<file path="src/rtl/iram_pkg.sv">
`default_nettype none

package iram_pkg;

  // ~~~~~~~~~~~~~~~~~~~~~~~~~~~~~~~~~~~~~~~~~~~~~~~~~~~~~~~~~~~~~~~~~~~~~~~~~~~~
  // Sizes
  // ~~~~~~~~~~~~~~~~~~~~~~~~~~~~~~~~~~~~~~~~~~~~~~~~~~~~~~~~~~~~~~~~~~~~~~~~~~~~
  localparam int XLEN    = 32;
  localparam int ADDR_W  = 4;
  localparam int BADDR_W = ADDR_W + 2;
  localparam int WORDS   = 2 ** ADDR_W;
  localparam int NBYTES  = XLEN / 8;

  localparam logic [BADDR_W-1:0] PC_STEP = BADDR_W'(4);

  // Major opcodes
  localparam logic [6:0] MAJ_LUI   = 7'b0110111;
  localparam logic [6:0] MAJ_LOAD  = 7'b0000011;
  localparam logic [6:0] MAJ_STORE = 7'b0100011;
  localparam logic [6:0] MAJ_JAL   = 7'b1101111;
  localparam logic [6:0] MAJ_IMM   = 7'b0010011;

  // ~~~~~~~~~~~~~~~~~~~~~~~~~~~~~~~~~~~~~~~~~~~~~~~~~~~~~~~~~~~~~~~~~~~~~~~~~~~~
  // Bus and decode types
  // ~~~~~~~~~~~~~~~~~~~~~~~~~~~~~~~~~~~~~~~~~~~~~~~~~~~~~~~~~~~~~~~~~~~~~~~~~~~~
  typedef struct packed {
    logic                req;
    logic [BADDR_W-1:0]  addr;
    logic [NBYTES-1:0]   wstrb;
    logic [XLEN-1:0]     wdata;
  } bus_req_t;

  typedef struct packed {
    logic                data_gnt;
    logic [BADDR_W-1:0]  addr;
    logic [XLEN-1:0]     rdata;
  } bus_rsp_t;

  typedef enum logic [2:0] {
    OP_LUI,
    OP_LOAD,
    OP_STORE,
    OP_JAL,
    OP_IMM,
    OP_OTHER
  } opcode_e;

  typedef struct packed {
    logic                valid;
    logic [BADDR_W-1:0]  addr;
    opcode_e             op;
    logic [4:0]          rd;
    logic [XLEN-1:0]     imm;
  } dec_t;

  typedef logic [WORDS-1:0][XLEN-1:0] image_t;

  // ~~~~~~~~~~~~~~~~~~~~~~~~~~~~~~~~~~~~~~~~~~~~~~~~~~~~~~~~~~~~~~~~~~~~~~~~~~~~
  // Instruction encoders
  // ~~~~~~~~~~~~~~~~~~~~~~~~~~~~~~~~~~~~~~~~~~~~~~~~~~~~~~~~~~~~~~~~~~~~~~~~~~~~
  function automatic logic [XLEN-1:0] enc_lui(logic [4:0] rd, logic [19:0] imm);
    return {imm, rd, MAJ_LUI};
  endfunction

  function automatic logic [XLEN-1:0] enc_lb(logic [4:0] rd, logic [11:0] imm,
                                             logic [4:0] rs1);
    return {imm, rs1, 3'b000, rd, MAJ_LOAD};
  endfunction

  function automatic logic [XLEN-1:0] enc_sb(logic [4:0] rs2, logic [11:0] imm,
                                             logic [4:0] rs1);
    return {imm[11:5], rs2, rs1, 3'b000, imm[4:0], MAJ_STORE};
  endfunction

  // addi x0, x0, 0
  function automatic logic [XLEN-1:0] enc_nop();
    return {12'd0, 5'd0, 3'b000, 5'd0, MAJ_IMM};
  endfunction

  // Byte offset, bit 0 dropped
  function automatic logic [XLEN-1:0] enc_jal(logic [4:0] rd, logic [20:0] off);
    return {off[20], off[10:1], off[11], off[19:12], rd, MAJ_JAL};
  endfunction

  function automatic image_t reset_image();
    image_t img;
    for (int i = 0; i < WORDS; i++) begin
      img[i] = enc_nop();
    end
    img[0] = enc_lui(5'd1, 20'hD0010);
    img[1] = enc_lb(5'd2, 12'h001, 5'd1);
    img[2] = enc_lui(5'd1, 20'hF0000);
    img[3] = enc_sb(5'd2, 12'h000, 5'd1);
    img[4] = enc_nop();
    img[5] = enc_jal(5'd0, -21'sd4);
    return img;
  endfunction

endpackage

`default_nettype wire

</file>
<file path="src/rtl/fetch_unit.sv">
`default_nettype none

module fetch_unit (
  input  logic                          clk,
  input  logic                          nrst,
  input  logic                          run,
  input  logic                          host_wr,
  input  logic [iram_pkg::BADDR_W-1:0]  host_addr,
  input  logic [iram_pkg::NBYTES-1:0]   host_wstrb,
  input  logic [iram_pkg::XLEN-1:0]     host_wdata,
  output iram_pkg::bus_req_t            ram_req
);

  typedef enum logic {
    FETCH_IDLE,
    FETCH_RUN
  } fetch_state_e;

  fetch_state_e                   state;
  logic [iram_pkg::BADDR_W-1:0]   pc;

  // Pending host write
  logic                           wr_pend;
  logic [iram_pkg::BADDR_W-1:0]   wr_addr;
  logic [iram_pkg::NBYTES-1:0]    wr_wstrb;
  logic [iram_pkg::XLEN-1:0]      wr_wdata;

  always_ff @(posedge clk) begin
    if (!nrst) begin
      state   <= FETCH_IDLE;
      pc      <= '0;
      wr_pend <= 1'b0;
    end else begin
      wr_pend <= host_wr;
      case (state)
        FETCH_IDLE: if (run) state <= FETCH_RUN;
        FETCH_RUN: begin
          // Write owns the bus this cycle, hold pc
          if (!wr_pend) pc <= pc + iram_pkg::PC_STEP;
          if (!run) state <= FETCH_IDLE;
        end
        default: state <= FETCH_IDLE;
      endcase
    end
  end

  always_ff @(posedge clk) begin
    if (host_wr) begin
      wr_addr  <= host_addr;
      wr_wstrb <= host_wstrb;
      wr_wdata <= host_wdata;
    end
  end

  always_comb begin
    ram_req = '0;
    if (wr_pend) begin
      ram_req.req   = 1'b1;
      ram_req.addr  = wr_addr;
      ram_req.wstrb = wr_wstrb;
      ram_req.wdata = wr_wdata;
    end else if (state == FETCH_RUN) begin
      ram_req.req  = 1'b1;
      ram_req.addr = pc;
    end
  end

endmodule

`default_nettype wire

</file>
<file path="src/rtl/inst_decoder.sv">
`default_nettype none

module inst_decoder (
  input  logic                clk,
  input  logic                nrst,
  input  iram_pkg::bus_rsp_t  ram_rsp,
  output iram_pkg::dec_t      dec
);

  logic [iram_pkg::XLEN-1:0]     word;
  logic [6:0]                    major;
  iram_pkg::opcode_e             op_d;
  logic [4:0]                    rd_d;
  logic [iram_pkg::XLEN-1:0]     imm_d;

  logic                          valid_q;
  logic [iram_pkg::BADDR_W-1:0]  addr_q;
  iram_pkg::opcode_e             op_q;
  logic [4:0]                    rd_q;
  logic [iram_pkg::XLEN-1:0]     imm_q;

  assign word  = ram_rsp.rdata;
  assign major = word[6:0];
  assign rd_d  = word[11:7];

  // ~~~~~~~~~~~~~~~~~~~~~~~~~~~~~~~~~~~~~~~~~~~~~~~~~~~~~~~~~~~~~~~~~~~~~~~~~~~~
  // Opcode class and immediate per format
  // ~~~~~~~~~~~~~~~~~~~~~~~~~~~~~~~~~~~~~~~~~~~~~~~~~~~~~~~~~~~~~~~~~~~~~~~~~~~~
  always_comb begin
    op_d  = iram_pkg::OP_OTHER;
    imm_d = '0;
    case (major)
      iram_pkg::MAJ_LUI: begin
        op_d  = iram_pkg::OP_LUI;
        imm_d = {word[31:12], 12'd0};
      end
      iram_pkg::MAJ_LOAD: begin
        op_d  = iram_pkg::OP_LOAD;
        imm_d = {{20{word[31]}}, word[31:20]};
      end
      iram_pkg::MAJ_IMM: begin
        op_d  = iram_pkg::OP_IMM;
        imm_d = {{20{word[31]}}, word[31:20]};
      end
      iram_pkg::MAJ_STORE: begin
        op_d  = iram_pkg::OP_STORE;
        imm_d = {{20{word[31]}}, word[31:25], word[11:7]};
      end
      iram_pkg::MAJ_JAL: begin
        // J-type scatter
        op_d  = iram_pkg::OP_JAL;
        imm_d = {{12{word[31]}}, word[19:12], word[20], word[30:21], 1'b0};
      end
      default: ;
    endcase
  end

  always_ff @(posedge clk) begin
    if (!nrst) begin
      valid_q <= 1'b0;
    end else begin
      valid_q <= ram_rsp.data_gnt;
    end
  end

  always_ff @(posedge clk) begin
    if (ram_rsp.data_gnt) begin
      addr_q <= ram_rsp.addr;
      op_q   <= op_d;
      rd_q   <= rd_d;
      imm_q  <= imm_d;
    end
  end

  assign dec.valid = valid_q;
  assign dec.addr  = addr_q;
  assign dec.op    = op_q;
  assign dec.rd    = rd_q;
  assign dec.imm   = imm_q;

endmodule

`default_nettype wire

</file>
<file path="src/rtl/inst_ram.sv">
`default_nettype none

module inst_ram (
  input  logic                clk,
  input  logic                nrst,
  input  iram_pkg::bus_req_t  ram_req,
  output iram_pkg::bus_rsp_t  ram_rsp
);

  iram_pkg::image_t                mem;
  logic [iram_pkg::ADDR_W-1:0]     word_idx;
  logic                            is_write;
  logic                            is_read;

  logic                            gnt_q;
  logic [iram_pkg::BADDR_W-1:0]    addr_q;
  logic [iram_pkg::XLEN-1:0]       rdata_q;

  assign word_idx = ram_req.addr[iram_pkg::ADDR_W+1:2];
  assign is_write = ram_req.req && (|ram_req.wstrb);
  assign is_read  = ram_req.req && !(|ram_req.wstrb);

  // ~~~~~~~~~~~~~~~~~~~~~~~~~~~~~~~~~~~~~~~~~~~~~~~~~~~~~~~~~~~~~~~~~~~~~~~~~~~~
  // Array with reset preload and byte writes
  // ~~~~~~~~~~~~~~~~~~~~~~~~~~~~~~~~~~~~~~~~~~~~~~~~~~~~~~~~~~~~~~~~~~~~~~~~~~~~
  always_ff @(posedge clk) begin
    if (!nrst) begin
      mem <= iram_pkg::reset_image();
    end else if (is_write) begin
      for (int i = 0; i < iram_pkg::NBYTES; i++) begin
        if (ram_req.wstrb[i]) mem[word_idx][8*i +: 8] <= ram_req.wdata[8*i +: 8];
      end
    end
  end

  // ~~~~~~~~~~~~~~~~~~~~~~~~~~~~~~~~~~~~~~~~~~~~~~~~~~~~~~~~~~~~~~~~~~~~~~~~~~~~
  // Read port, one cycle
  // ~~~~~~~~~~~~~~~~~~~~~~~~~~~~~~~~~~~~~~~~~~~~~~~~~~~~~~~~~~~~~~~~~~~~~~~~~~~~
  always_ff @(posedge clk) begin
    if (!nrst) begin
      gnt_q <= 1'b0;
    end else begin
      gnt_q <= is_read;
    end
  end

  always_ff @(posedge clk) begin
    if (is_read) begin
      rdata_q <= mem[word_idx];
      addr_q  <= ram_req.addr;
    end
  end

  assign ram_rsp.data_gnt = gnt_q;
  assign ram_rsp.addr     = addr_q;
  assign ram_rsp.rdata    = rdata_q;

endmodule

`default_nettype wire

</file>
<file path="src/rtl/iram_top.sv">
`default_nettype none

module iram_top (
  input  logic                          clk,
  input  logic                          nrst,
  input  logic                          run,
  input  logic                          host_wr,
  input  logic [iram_pkg::BADDR_W-1:0]  host_addr,
  input  logic [iram_pkg::NBYTES-1:0]   host_wstrb,
  input  logic [iram_pkg::XLEN-1:0]     host_wdata,
  output iram_pkg::dec_t                dec
);

  iram_pkg::bus_req_t  ram_req;
  iram_pkg::bus_rsp_t  ram_rsp;

  // Fetch and host write merge
  fetch_unit u_fetch (
    .clk        (clk),
    .nrst       (nrst),
    .run        (run),
    .host_wr    (host_wr),
    .host_addr  (host_addr),
    .host_wstrb (host_wstrb),
    .host_wdata (host_wdata),
    .ram_req    (ram_req)
  );

  // Instruction store
  inst_ram u_ram (
    .clk     (clk),
    .nrst    (nrst),
    .ram_req (ram_req),
    .ram_rsp (ram_rsp)
  );

  // Returned words to decoded fields
  inst_decoder u_dec (
    .clk     (clk),
    .nrst    (nrst),
    .ram_rsp (ram_rsp),
    .dec     (dec)
  );

endmodule

`default_nettype wire

</file>
<file path="config.mk">
export PLATFORM = sky130hd
export DESIGN_NAME = iram_top
export DESIGN_NICKNAME = d
export VERILOG_FILES = /design/src/rtl/iram_pkg.sv /design/src/rtl/fetch_unit.sv /design/src/rtl/inst_decoder.sv /design/src/rtl/inst_ram.sv /design/src/rtl/iram_top.sv
export SDC_FILE = /design/constraint.sdc
export NUM_CORES = 1
export LEC_CHECK = 0
export BUFFER_PORTS_ARGS = -buffer_cell sky130_fd_sc_hd__buf_2
export CORE_UTILIZATION = 45
export DETAILED_ROUTE_END_ITERATION = 8
export HOLD_SLACK_MARGIN = 0.05
export PLACE_DENSITY = 0.6
export SETUP_SLACK_MARGIN = 0.3
export SLEW_MARGIN = 20
export SYNTH_ARGS = -nofsm -noshare
export SYNTH_HDL_FRONTEND = slang
export SYNTH_SLANG_ARGS = --single-unit
</file>
<file path="constraint.sdc">
create_clock -name clk -period 4.7 [get_ports clk]
set_input_delay 0.47 -clock clk [delete_from_list [all_inputs] [get_ports clk]]
set_output_delay 0.47 -clock clk [all_outputs]
set_load 0.01 [all_outputs]
</file>
==> run_results.csv, run 1 <==
group,metric,value,unit
cells_and_area,drive_above_1_share,10.1,%
run,drv_cap,0,
worst_hold_path,hp-class,"in2reg",
yosys,synthesis.nets,2995,
placed_design,dp_hpwl,50.9,mm
floorplan,fp-row-count,92,
worst_setup_path,cp-start-kind,"flip-flop",
timing,relSlewSlack,24.2,%
worst_setup_path,rrSetupSlack,0.63,ns
drt,vias_per_cell,5.78,
worst_hold_path,min-delay-start,"run",
timing,min_period,4.07,ns
floorplan,io_pins,93,
timing,fin_setup_tns,0,ns
timing,fmax,246,MHz
clock_network,clock_path_buffers,3,
placed_design,post-place-ws,0.631,ns
global_routing,grt_pass1_wl,127,mm
worst_hold_path,min_path_cells,2,
placed_design,portBuffers,92,
yosys,synthSimpleGateAreaFrac,19.1,%
yosys,ys_ff_latch,646,
timing,period_share,86.7,%
placed_design,gp_congestion,0.850,
clock_network,root_buffer,"clkbuf_16",
global_routing,grtUsageTotal,25.1,%
clock_network,clk_latency,0.61,ns
drt,drt-total-wl,82.0,mm
yosys,synth-edff-count,126,
floorplan,die_y,255,um
worst_hold_path,hold_end,"u_fetch.state$_SDFF_PN0_",
yosys,syn_area,28900,um^2
yosys,ys_types,59,
global_routing,antenna_found_initial,3,
yosys,syn_avg_cell_area,9.79,um^2
yosys,synthXorXnorAreaFrac,0.0911,%
pwr,power.leakage,12.0,nW
yosys,synth_top_family_by_area,"simple AND/OR/NAND/NOR gates",
yosys,syn-instance-count,2948,
placed_design,placed_cell_area,29800,um^2
drt,dr.pass1.iters,7,
floorplan,initial_core_util,45.7,%
global_routing,grt_pass1_vias,21700,
worst_setup_path,critPathMaxFanout,87,
worst_setup_path,critPathCaptureType,"flip-flop",
cells_and_area,antenna_cells,0,
clock_network,cts_sinks,646,
outcome,outcome,"completed",
yosys,synth_ff_type,"dfxtp_1",
cells_and_area,final_area,32600,um^2
worst_setup_path,r2r_end,"u_ram.rdata_q[10]$_DFFE_PP_",
clock_network,cts.clk_slew.worst_paths,0.06,ns
clock_network,cts_tree,"yes",
timing,rsz0062_at_grt,"false",
drt,drtIter0Drc,1814,
clock_network,cts_resized,0,
pwr,ir_drop,0.174,mV
timing,hold_viol,0,
drt,drcViolationCount,0,
yosys,yosysWarnings,0,
worst_setup_path,timing.rr.start,"u_fetch.wr_pend$_SDFF_PN0_",
clock_network,numCtsBuffers,72,
clock_network,htreeDepth,3,
worst_setup_path,required,5.03,ns
yosys,synthAdderAreaFrac,0.0434,%
worst_setup_path,critPathKind,"reg2reg",
floorplan,die_x,255,um
drt,vias,22300,
timing,worstMarginPinSlew,1.13,ns
cells_and_area,areaGrowthSynthToFinish,13.0,%
pwr,power_per_cell_area,374,nW/um^2
drt,wire_per_inst,21.3,um
timing,setup_ws,0.627,ns
yosys,synth_compound_area_share,12.0,%
drt,ant_nets,0,
cells_and_area,final_core_util,51.6,%
worst_setup_path,critPathArrivalTime,4.40,ns
yosys,synth.area.mux_share,15.8,%
yosys,async_reset_ff_share,0,%
global_routing,grt_overflow_total,0,
yosys,yosysSeqAreaShare,49.2,%
timing,clock_skew,0.0259,ns
floorplan,core,63200,um^2
timing,setup_viol,0,
global_routing,grt_max_degree,203,
worst_setup_path,rr_worst_depth,6,
timing,final_max_slew_viol_count,0,
cells_and_area,finalNetCount,2995,
floorplan,dieArea,65100,um^2
-- stage by stage --
step	total power, mW	std cells	hold WS, ns
floorplan	6.39	2948	0.400
global placement	6.66	3678	0.403
detailed placement	6.67	3678	0.410
CTS	12.3	3851	0.123
global route	12.6	3851	0.127
finish	12.2	3851	0.145
-- report_power, final --
| part | internal (mW) | switching [mW] | leakage [nW] |
|---|---|---|---|
| clock network | 3.34 | 2.27 | 1.14 |
| registers | 5.74 | 0.206 | 5.38 |
| logic | 0.256 | 0.382 | 5.44 |
-- Yosys cell counts (4+ instances only) --
cell	instances	area (um^2)
buf_4	7	52.6
mux2_4	20	300
nor2_1	21	78.8
o21ai_0	107	536
buf_6	4	45.0
nor2b_1	259	1620
and2_1	20	125
nand2_1	310	1160
mux2i_1	411	4110
buf_1	18	67.6
edfxtp_1	126	3780
o22ai_1	64	400
clkbuf_1	179	672
a21oi_1	74	370
dfxtp_1	520	10400
mux2_1	8	90.1
a21o_1	20	150
and3b_1	4	35.0
a211oi_1	34	255
and3_1	5	31.3
or3b_1	32	280
buf_2	53	265
mux2_2	4	45.0
nand3_1	391	1960
a22o_1	5	43.8
a2111oi_0	32	280
a21boi_0	175	1310
nor2_2	6	37.5
-- worst max-delay path by stage --
| stage | startpoint | slack, ns | to |
|---|---|---|---|
| after floorplan | u_fetch.wr_pend$_SDFF_PN0_ | 1.08 | u_ram.addr_q[0]$_SDFFCE_PN0P_ |
| after global placement | u_fetch.wr_pend$_SDFF_PN0_ | 0.68 | u_ram.rdata_q[10]$_DFFE_PP_ |
| after detailed placement | u_fetch.wr_pend$_SDFF_PN0_ | 0.63 | u_ram.rdata_q[10]$_DFFE_PP_ |
| after CTS | u_fetch.wr_pend$_SDFF_PN0_ | 0.61 | u_ram.rdata_q[10]$_DFFE_PP_ |
| after global routing | u_fetch.wr_pend$_SDFF_PN0_ | 0.50 | u_ram.rdata_q[10]$_DFFE_PP_ |
| final | u_fetch.wr_pend$_SDFF_PN0_ | 0.63 | u_ram.rdata_q[10]$_DFFE_PP_ |
-- repair_timing --
| item | CTS | global route |
|---|---|---|
| hold buffers | 42 | 0 |
| hold endpoints to repair | 42 | 0 |
| setup buffers | 0 | 0 |
| setup endpoints to repair | 0 | 0 |
-- logic make-up after synthesis --
kind of cell,Yosys count
compound gates,522
flops,646
simple gates,1069
fa+ha+maj,1
mux,443
xor+xnor,3
buf+inv,264
-- critical path, stage by stage (launching register included) --
cell       delay, ns
dfxtp_1         0.64
buf_4           0.33
nand3b_4        0.47
nand2_8         0.69
mux2_4          0.53
a2111oi_0       0.68
or3b_1          0.42
-- final cells by class --
cell class,instances,area [um^2]
multi-input cells,2038,13700
repair buffers,188,1340
flip-flops and latches,646,14200
fillers,5710,30600
clock inverters,13,129
well taps,846,1060
clock buffers,118,2220
inverters,2,7.51
-- registers in the layout, indices dropped and copies added (netlist names) --
name              cells
u_fetch.wr_pend       1
u_dec.imm_q          32
u_fetch.wr_addr       6
u_fetch.pc            4
u_ram.addr_q          6
u_dec.op_q            3
u_fetch.wr_wdata     32
u_dec.addr_q          6
u_fetch.state         1
u_dec.valid_q         1
u_ram.rdata_q        32
u_ram.gnt_q           1
u_ram.mem           512
u_fetch.wr_wstrb      4
u_dec.rd_q            5
-- placed cells by master (no fill, tap or decap), drive strengths merged, types with 20 or more instances in the layout --
cell and instances:
dlygate4sd3 42, or3b 33, edfxtp 126, a21boi 175
nor2 27, a2111oi 32, and2 21, mux2i 411
a21o 20, a21oi 74, o21ai 109, nor2b 259
clkbuf 118, a211oi 34, dfxtp 520, nand3 391
mux2 32, buf 146, o22ai 65, nand2 312
-- routing by layer --
layer | routed length (um) | vias up | global-route usage, % | share of wire [%]
met5 | 13 | - | 0 | 0.016
met4 | 1960 | 2 | 8.45 | 2.4
met3 | 4460 | 132 | 3.63 | 5.4
met2 | 38400 | 660 | 40.5 | 47
met1 | 37200 | 11000 | 34.2 | 45
li1 | - | 10500 | - | -
(Power assumes the default switching activity.)
==> inputs of run 2 (changes only) <==
--- a/config.mk
+++ b/config.mk
@@ -6,6 +6,7 @@
 export NUM_CORES = 1
 export LEC_CHECK = 0
 export BUFFER_PORTS_ARGS = -buffer_cell sky130_fd_sc_hd__buf_2
+export CORE_ASPECT_RATIO = 0.7
 export CORE_UTILIZATION = 45
 export DETAILED_ROUTE_END_ITERATION = 8
 export HOLD_SLACK_MARGIN = 0.05
==> run 2 against run 1 <==
  * Routed wire length is 4.1% higher
  * Design area is 0.39% lower
  * Register-to-register slack better by 0.11 ns
  * First-iteration DRC count is 29% higher
  * Via count is 0.86% higher
  * Largest cell class unchanged
  * Clock power is 4.6% lower
  * Global-route usage is 0.74 points higher
  * Critical endpoint is now u_ram.rdata_q[16]$_DFFE_PP_
  * Die area hardly changed
  * Power is 2.1% lower
  * Clock skew is 0.00084 ns higher
==> run_results.csv, run 2 (synthesis results as in run 1) <==
group,metric,value,unit
cells_and_area,final_common_cell,"dfxtp_1",
floorplan,dieArea,65200,um^2
worst_setup_path,required,5.07,ns
worst_setup_path,cpMaxStageDelayCell,"a2111oi_0",
clock_network,htreeDepth,3,
placed_design,post-place-ws,0.694,ns
timing,rsz0062_at_grt,"false",
clock_network,cts-hold-fix-buffers,41,
worst_setup_path,path_cells,"buf_4 > and2_1 > nor2_1 > inv_2 > nor2_4 > a2111oi_0 > or3b_1",
floorplan,die_x,305,um
cells_and_area,finalNetCount,2993,
global_routing,grt_overflow_total,0,
worst_setup_path,critical_path.max_stage_delay,0.94,ns
floorplan,io_pins,93,
drt,ant_nets,0,
cells_and_area,mostFrequentLayoutCells,"519 x dfxtp_1, 411 x mux2i_1, 391 x nand3_1",
global_routing,antenna_found_initial,0,
global_routing,busiest_layer,"met2",
worst_setup_path,rrSetupSlack,0.74,ns
global_routing,grtUsageTotal,25.8,%
cells_and_area,areaGrowthSynthToFinish,12.6,%
timing,relSlewSlack,25.7,%
cells_and_area,fillCellCount,5684,
timing,period_share,84.4,%
placed_design,gp_congestion,0.845,
timing,setup_ws,0.735,ns
timing,worstMarginPinSlew,1.11,ns
floorplan,die_y,214,um
worst_setup_path,critPathKind,"reg2reg",
worst_hold_path,hp-class,"in2reg",
drt,drtIter0Drc,2343,
outcome,outcome,"completed",
clock_network,cts_sinks,646,
placed_design,dp_hpwl,54.0,mm
worst_setup_path,critPathCaptureType,"flip-flop",
timing,setup_viol,0,
cells_and_area,antenna_cells,0,
drt,drt-total-wl,85.4,mm
clock_network,cts_setup_buffers,0,
drt,drcViolationCount,0,
drt,vias_per_cell,5.87,
placed_design,portBuffers,92,
run,drv_cap,0,
drt,wire_per_inst,22.3,um
clock_network,cts_resized,0,
floorplan,initial_core_util,45.6,%
cells_and_area,regMostFlops,"u_ram.mem",
timing,hold_viol,0,
worst_setup_path,timing.rr.start,"u_fetch.wr_pend$_SDFF_PN0_",
global_routing,grtUsageMet1,37.5,%
clock_network,cts.clk_slew.worst_paths,0.06,ns
timing,clock_skew,0.0267,ns
worst_setup_path,cp_num_buf_inv,2,
drt,dr.pass1.iters,6,
clock_network,clock_path_buffers,3,
cells_and_area,multi_input_area,13600,um^2
clock_network,root_buffer,"clkbuf_16",
clock_network,numCtsBuffers,67,
cells_and_area,regArea,14200,um^2
global_routing,grt_pass1_vias,21400,
clock_network,clk_latency,0.63,ns
placed_design,post-place-cells,3663,
pwr,power.leakage,11.9,nW
drt,vias,22400,
worst_setup_path,critPathMaxFanout,36,
pwr,ir_drop,0.254,mV
global_routing,grt_use_met2,39.6,%
pwr,power_per_cell_area,368,nW/um^2
worst_setup_path,cp-start-kind,"flip-flop",
worst_hold_path,min-delay-start,"run",
cells_and_area,largest_register_ffs,512,
floorplan,core,63300,um^2
timing,fin_setup_tns,0,ns
worst_setup_path,crit_family,"simple AND/OR/NAND/NOR gates",
global_routing,grt_pass1_wl,130,mm
timing,fmax,252,MHz
cells_and_area,drive_above_1_share,10.3,%
timing,final_max_slew_viol_count,0,
clock_network,cts_tree,"yes",
worst_setup_path,critPathArrivalTime,4.33,ns
floorplan,fp-row-count,77,
global_routing,grt_max_degree,172,
timing,min_period,3.96,ns
cells_and_area,stdcell_count,3825,
global_routing,gr-usage-met3,4.19,%
worst_setup_path,cp-startpoint,"u_fetch.wr_pend$_SDFF_PN0_",
-- run 2: changes by cell type in the layout (fill, tap and decap cells not counted), moves of 2 or more --
cell,before,now
clkbuf_8,12,8
inv_6,1,3
clkinv_1,3,0
clkbuf_16,78,72
clkinv_2,5,10
buf_12,3,6
clkbuf_1,28,16
inv_4,0,3
buf_4,50,48
-- run 2: through the flow --
| step | util [%] | area [um^2] | power (mW) | hold WS [ns] |
|---|---|---|---|---|
| after global placement | 47.1 | 29800 | 6.66 | 0.401 |
| after detailed placement | 47.2 | 29800 | 6.68 | 0.405 |
| final | 51.3 | 32500 | 11.9 | 0.0837 |
| after CTS | 51.3 | 32400 | 12.0 | 0.0542 |
| after global routing | 51.3 | 32500 | 12.3 | 0.0669 |
| after floorplan | - | 28900 | 6.39 | 0.400 |
-- run 2: cell type report --
class,count,area share [%]
clock inverters,23,0.663
repair buffers,191,4.32
flip-flops and latches,646,43.7
multi-input cells,2038,42.0
well taps,829,3.19
clock buffers,96,6.07
inverters,2,0.0231
-- run 2: final timing paths --
path | end | cells past startpoint
hold reg to reg | u_dec.addr_q[1]$_DFFE_PP_ | 0
setup reg to reg | u_ram.rdata_q[16]$_DFFE_PP_ | 7
hold / removal | u_fetch.state$_SDFF_PN0_ | 2
setup / recovery | u_ram.rdata_q[16]$_DFFE_PP_ | 7
-- run 2: report_power, final --
group | switching (mW) | internal, mW | total [mW]
Clock | 2.29 | 3.06 | 5.35
Sequential | 0.204 | 5.74 | 5.94
Combinational | 0.395 | 0.257 | 0.653
Total | 2.89 | 9.05 | 11.9
-- run 2: metal layers --
metal	wire length, um	part of all wire, %	up-vias
li1	-	-	10400
met1	40700	48	11100
met2	37200	44	786
met3	5670	6.6	121
met4	1860	2.2	0
met5	0	0	-
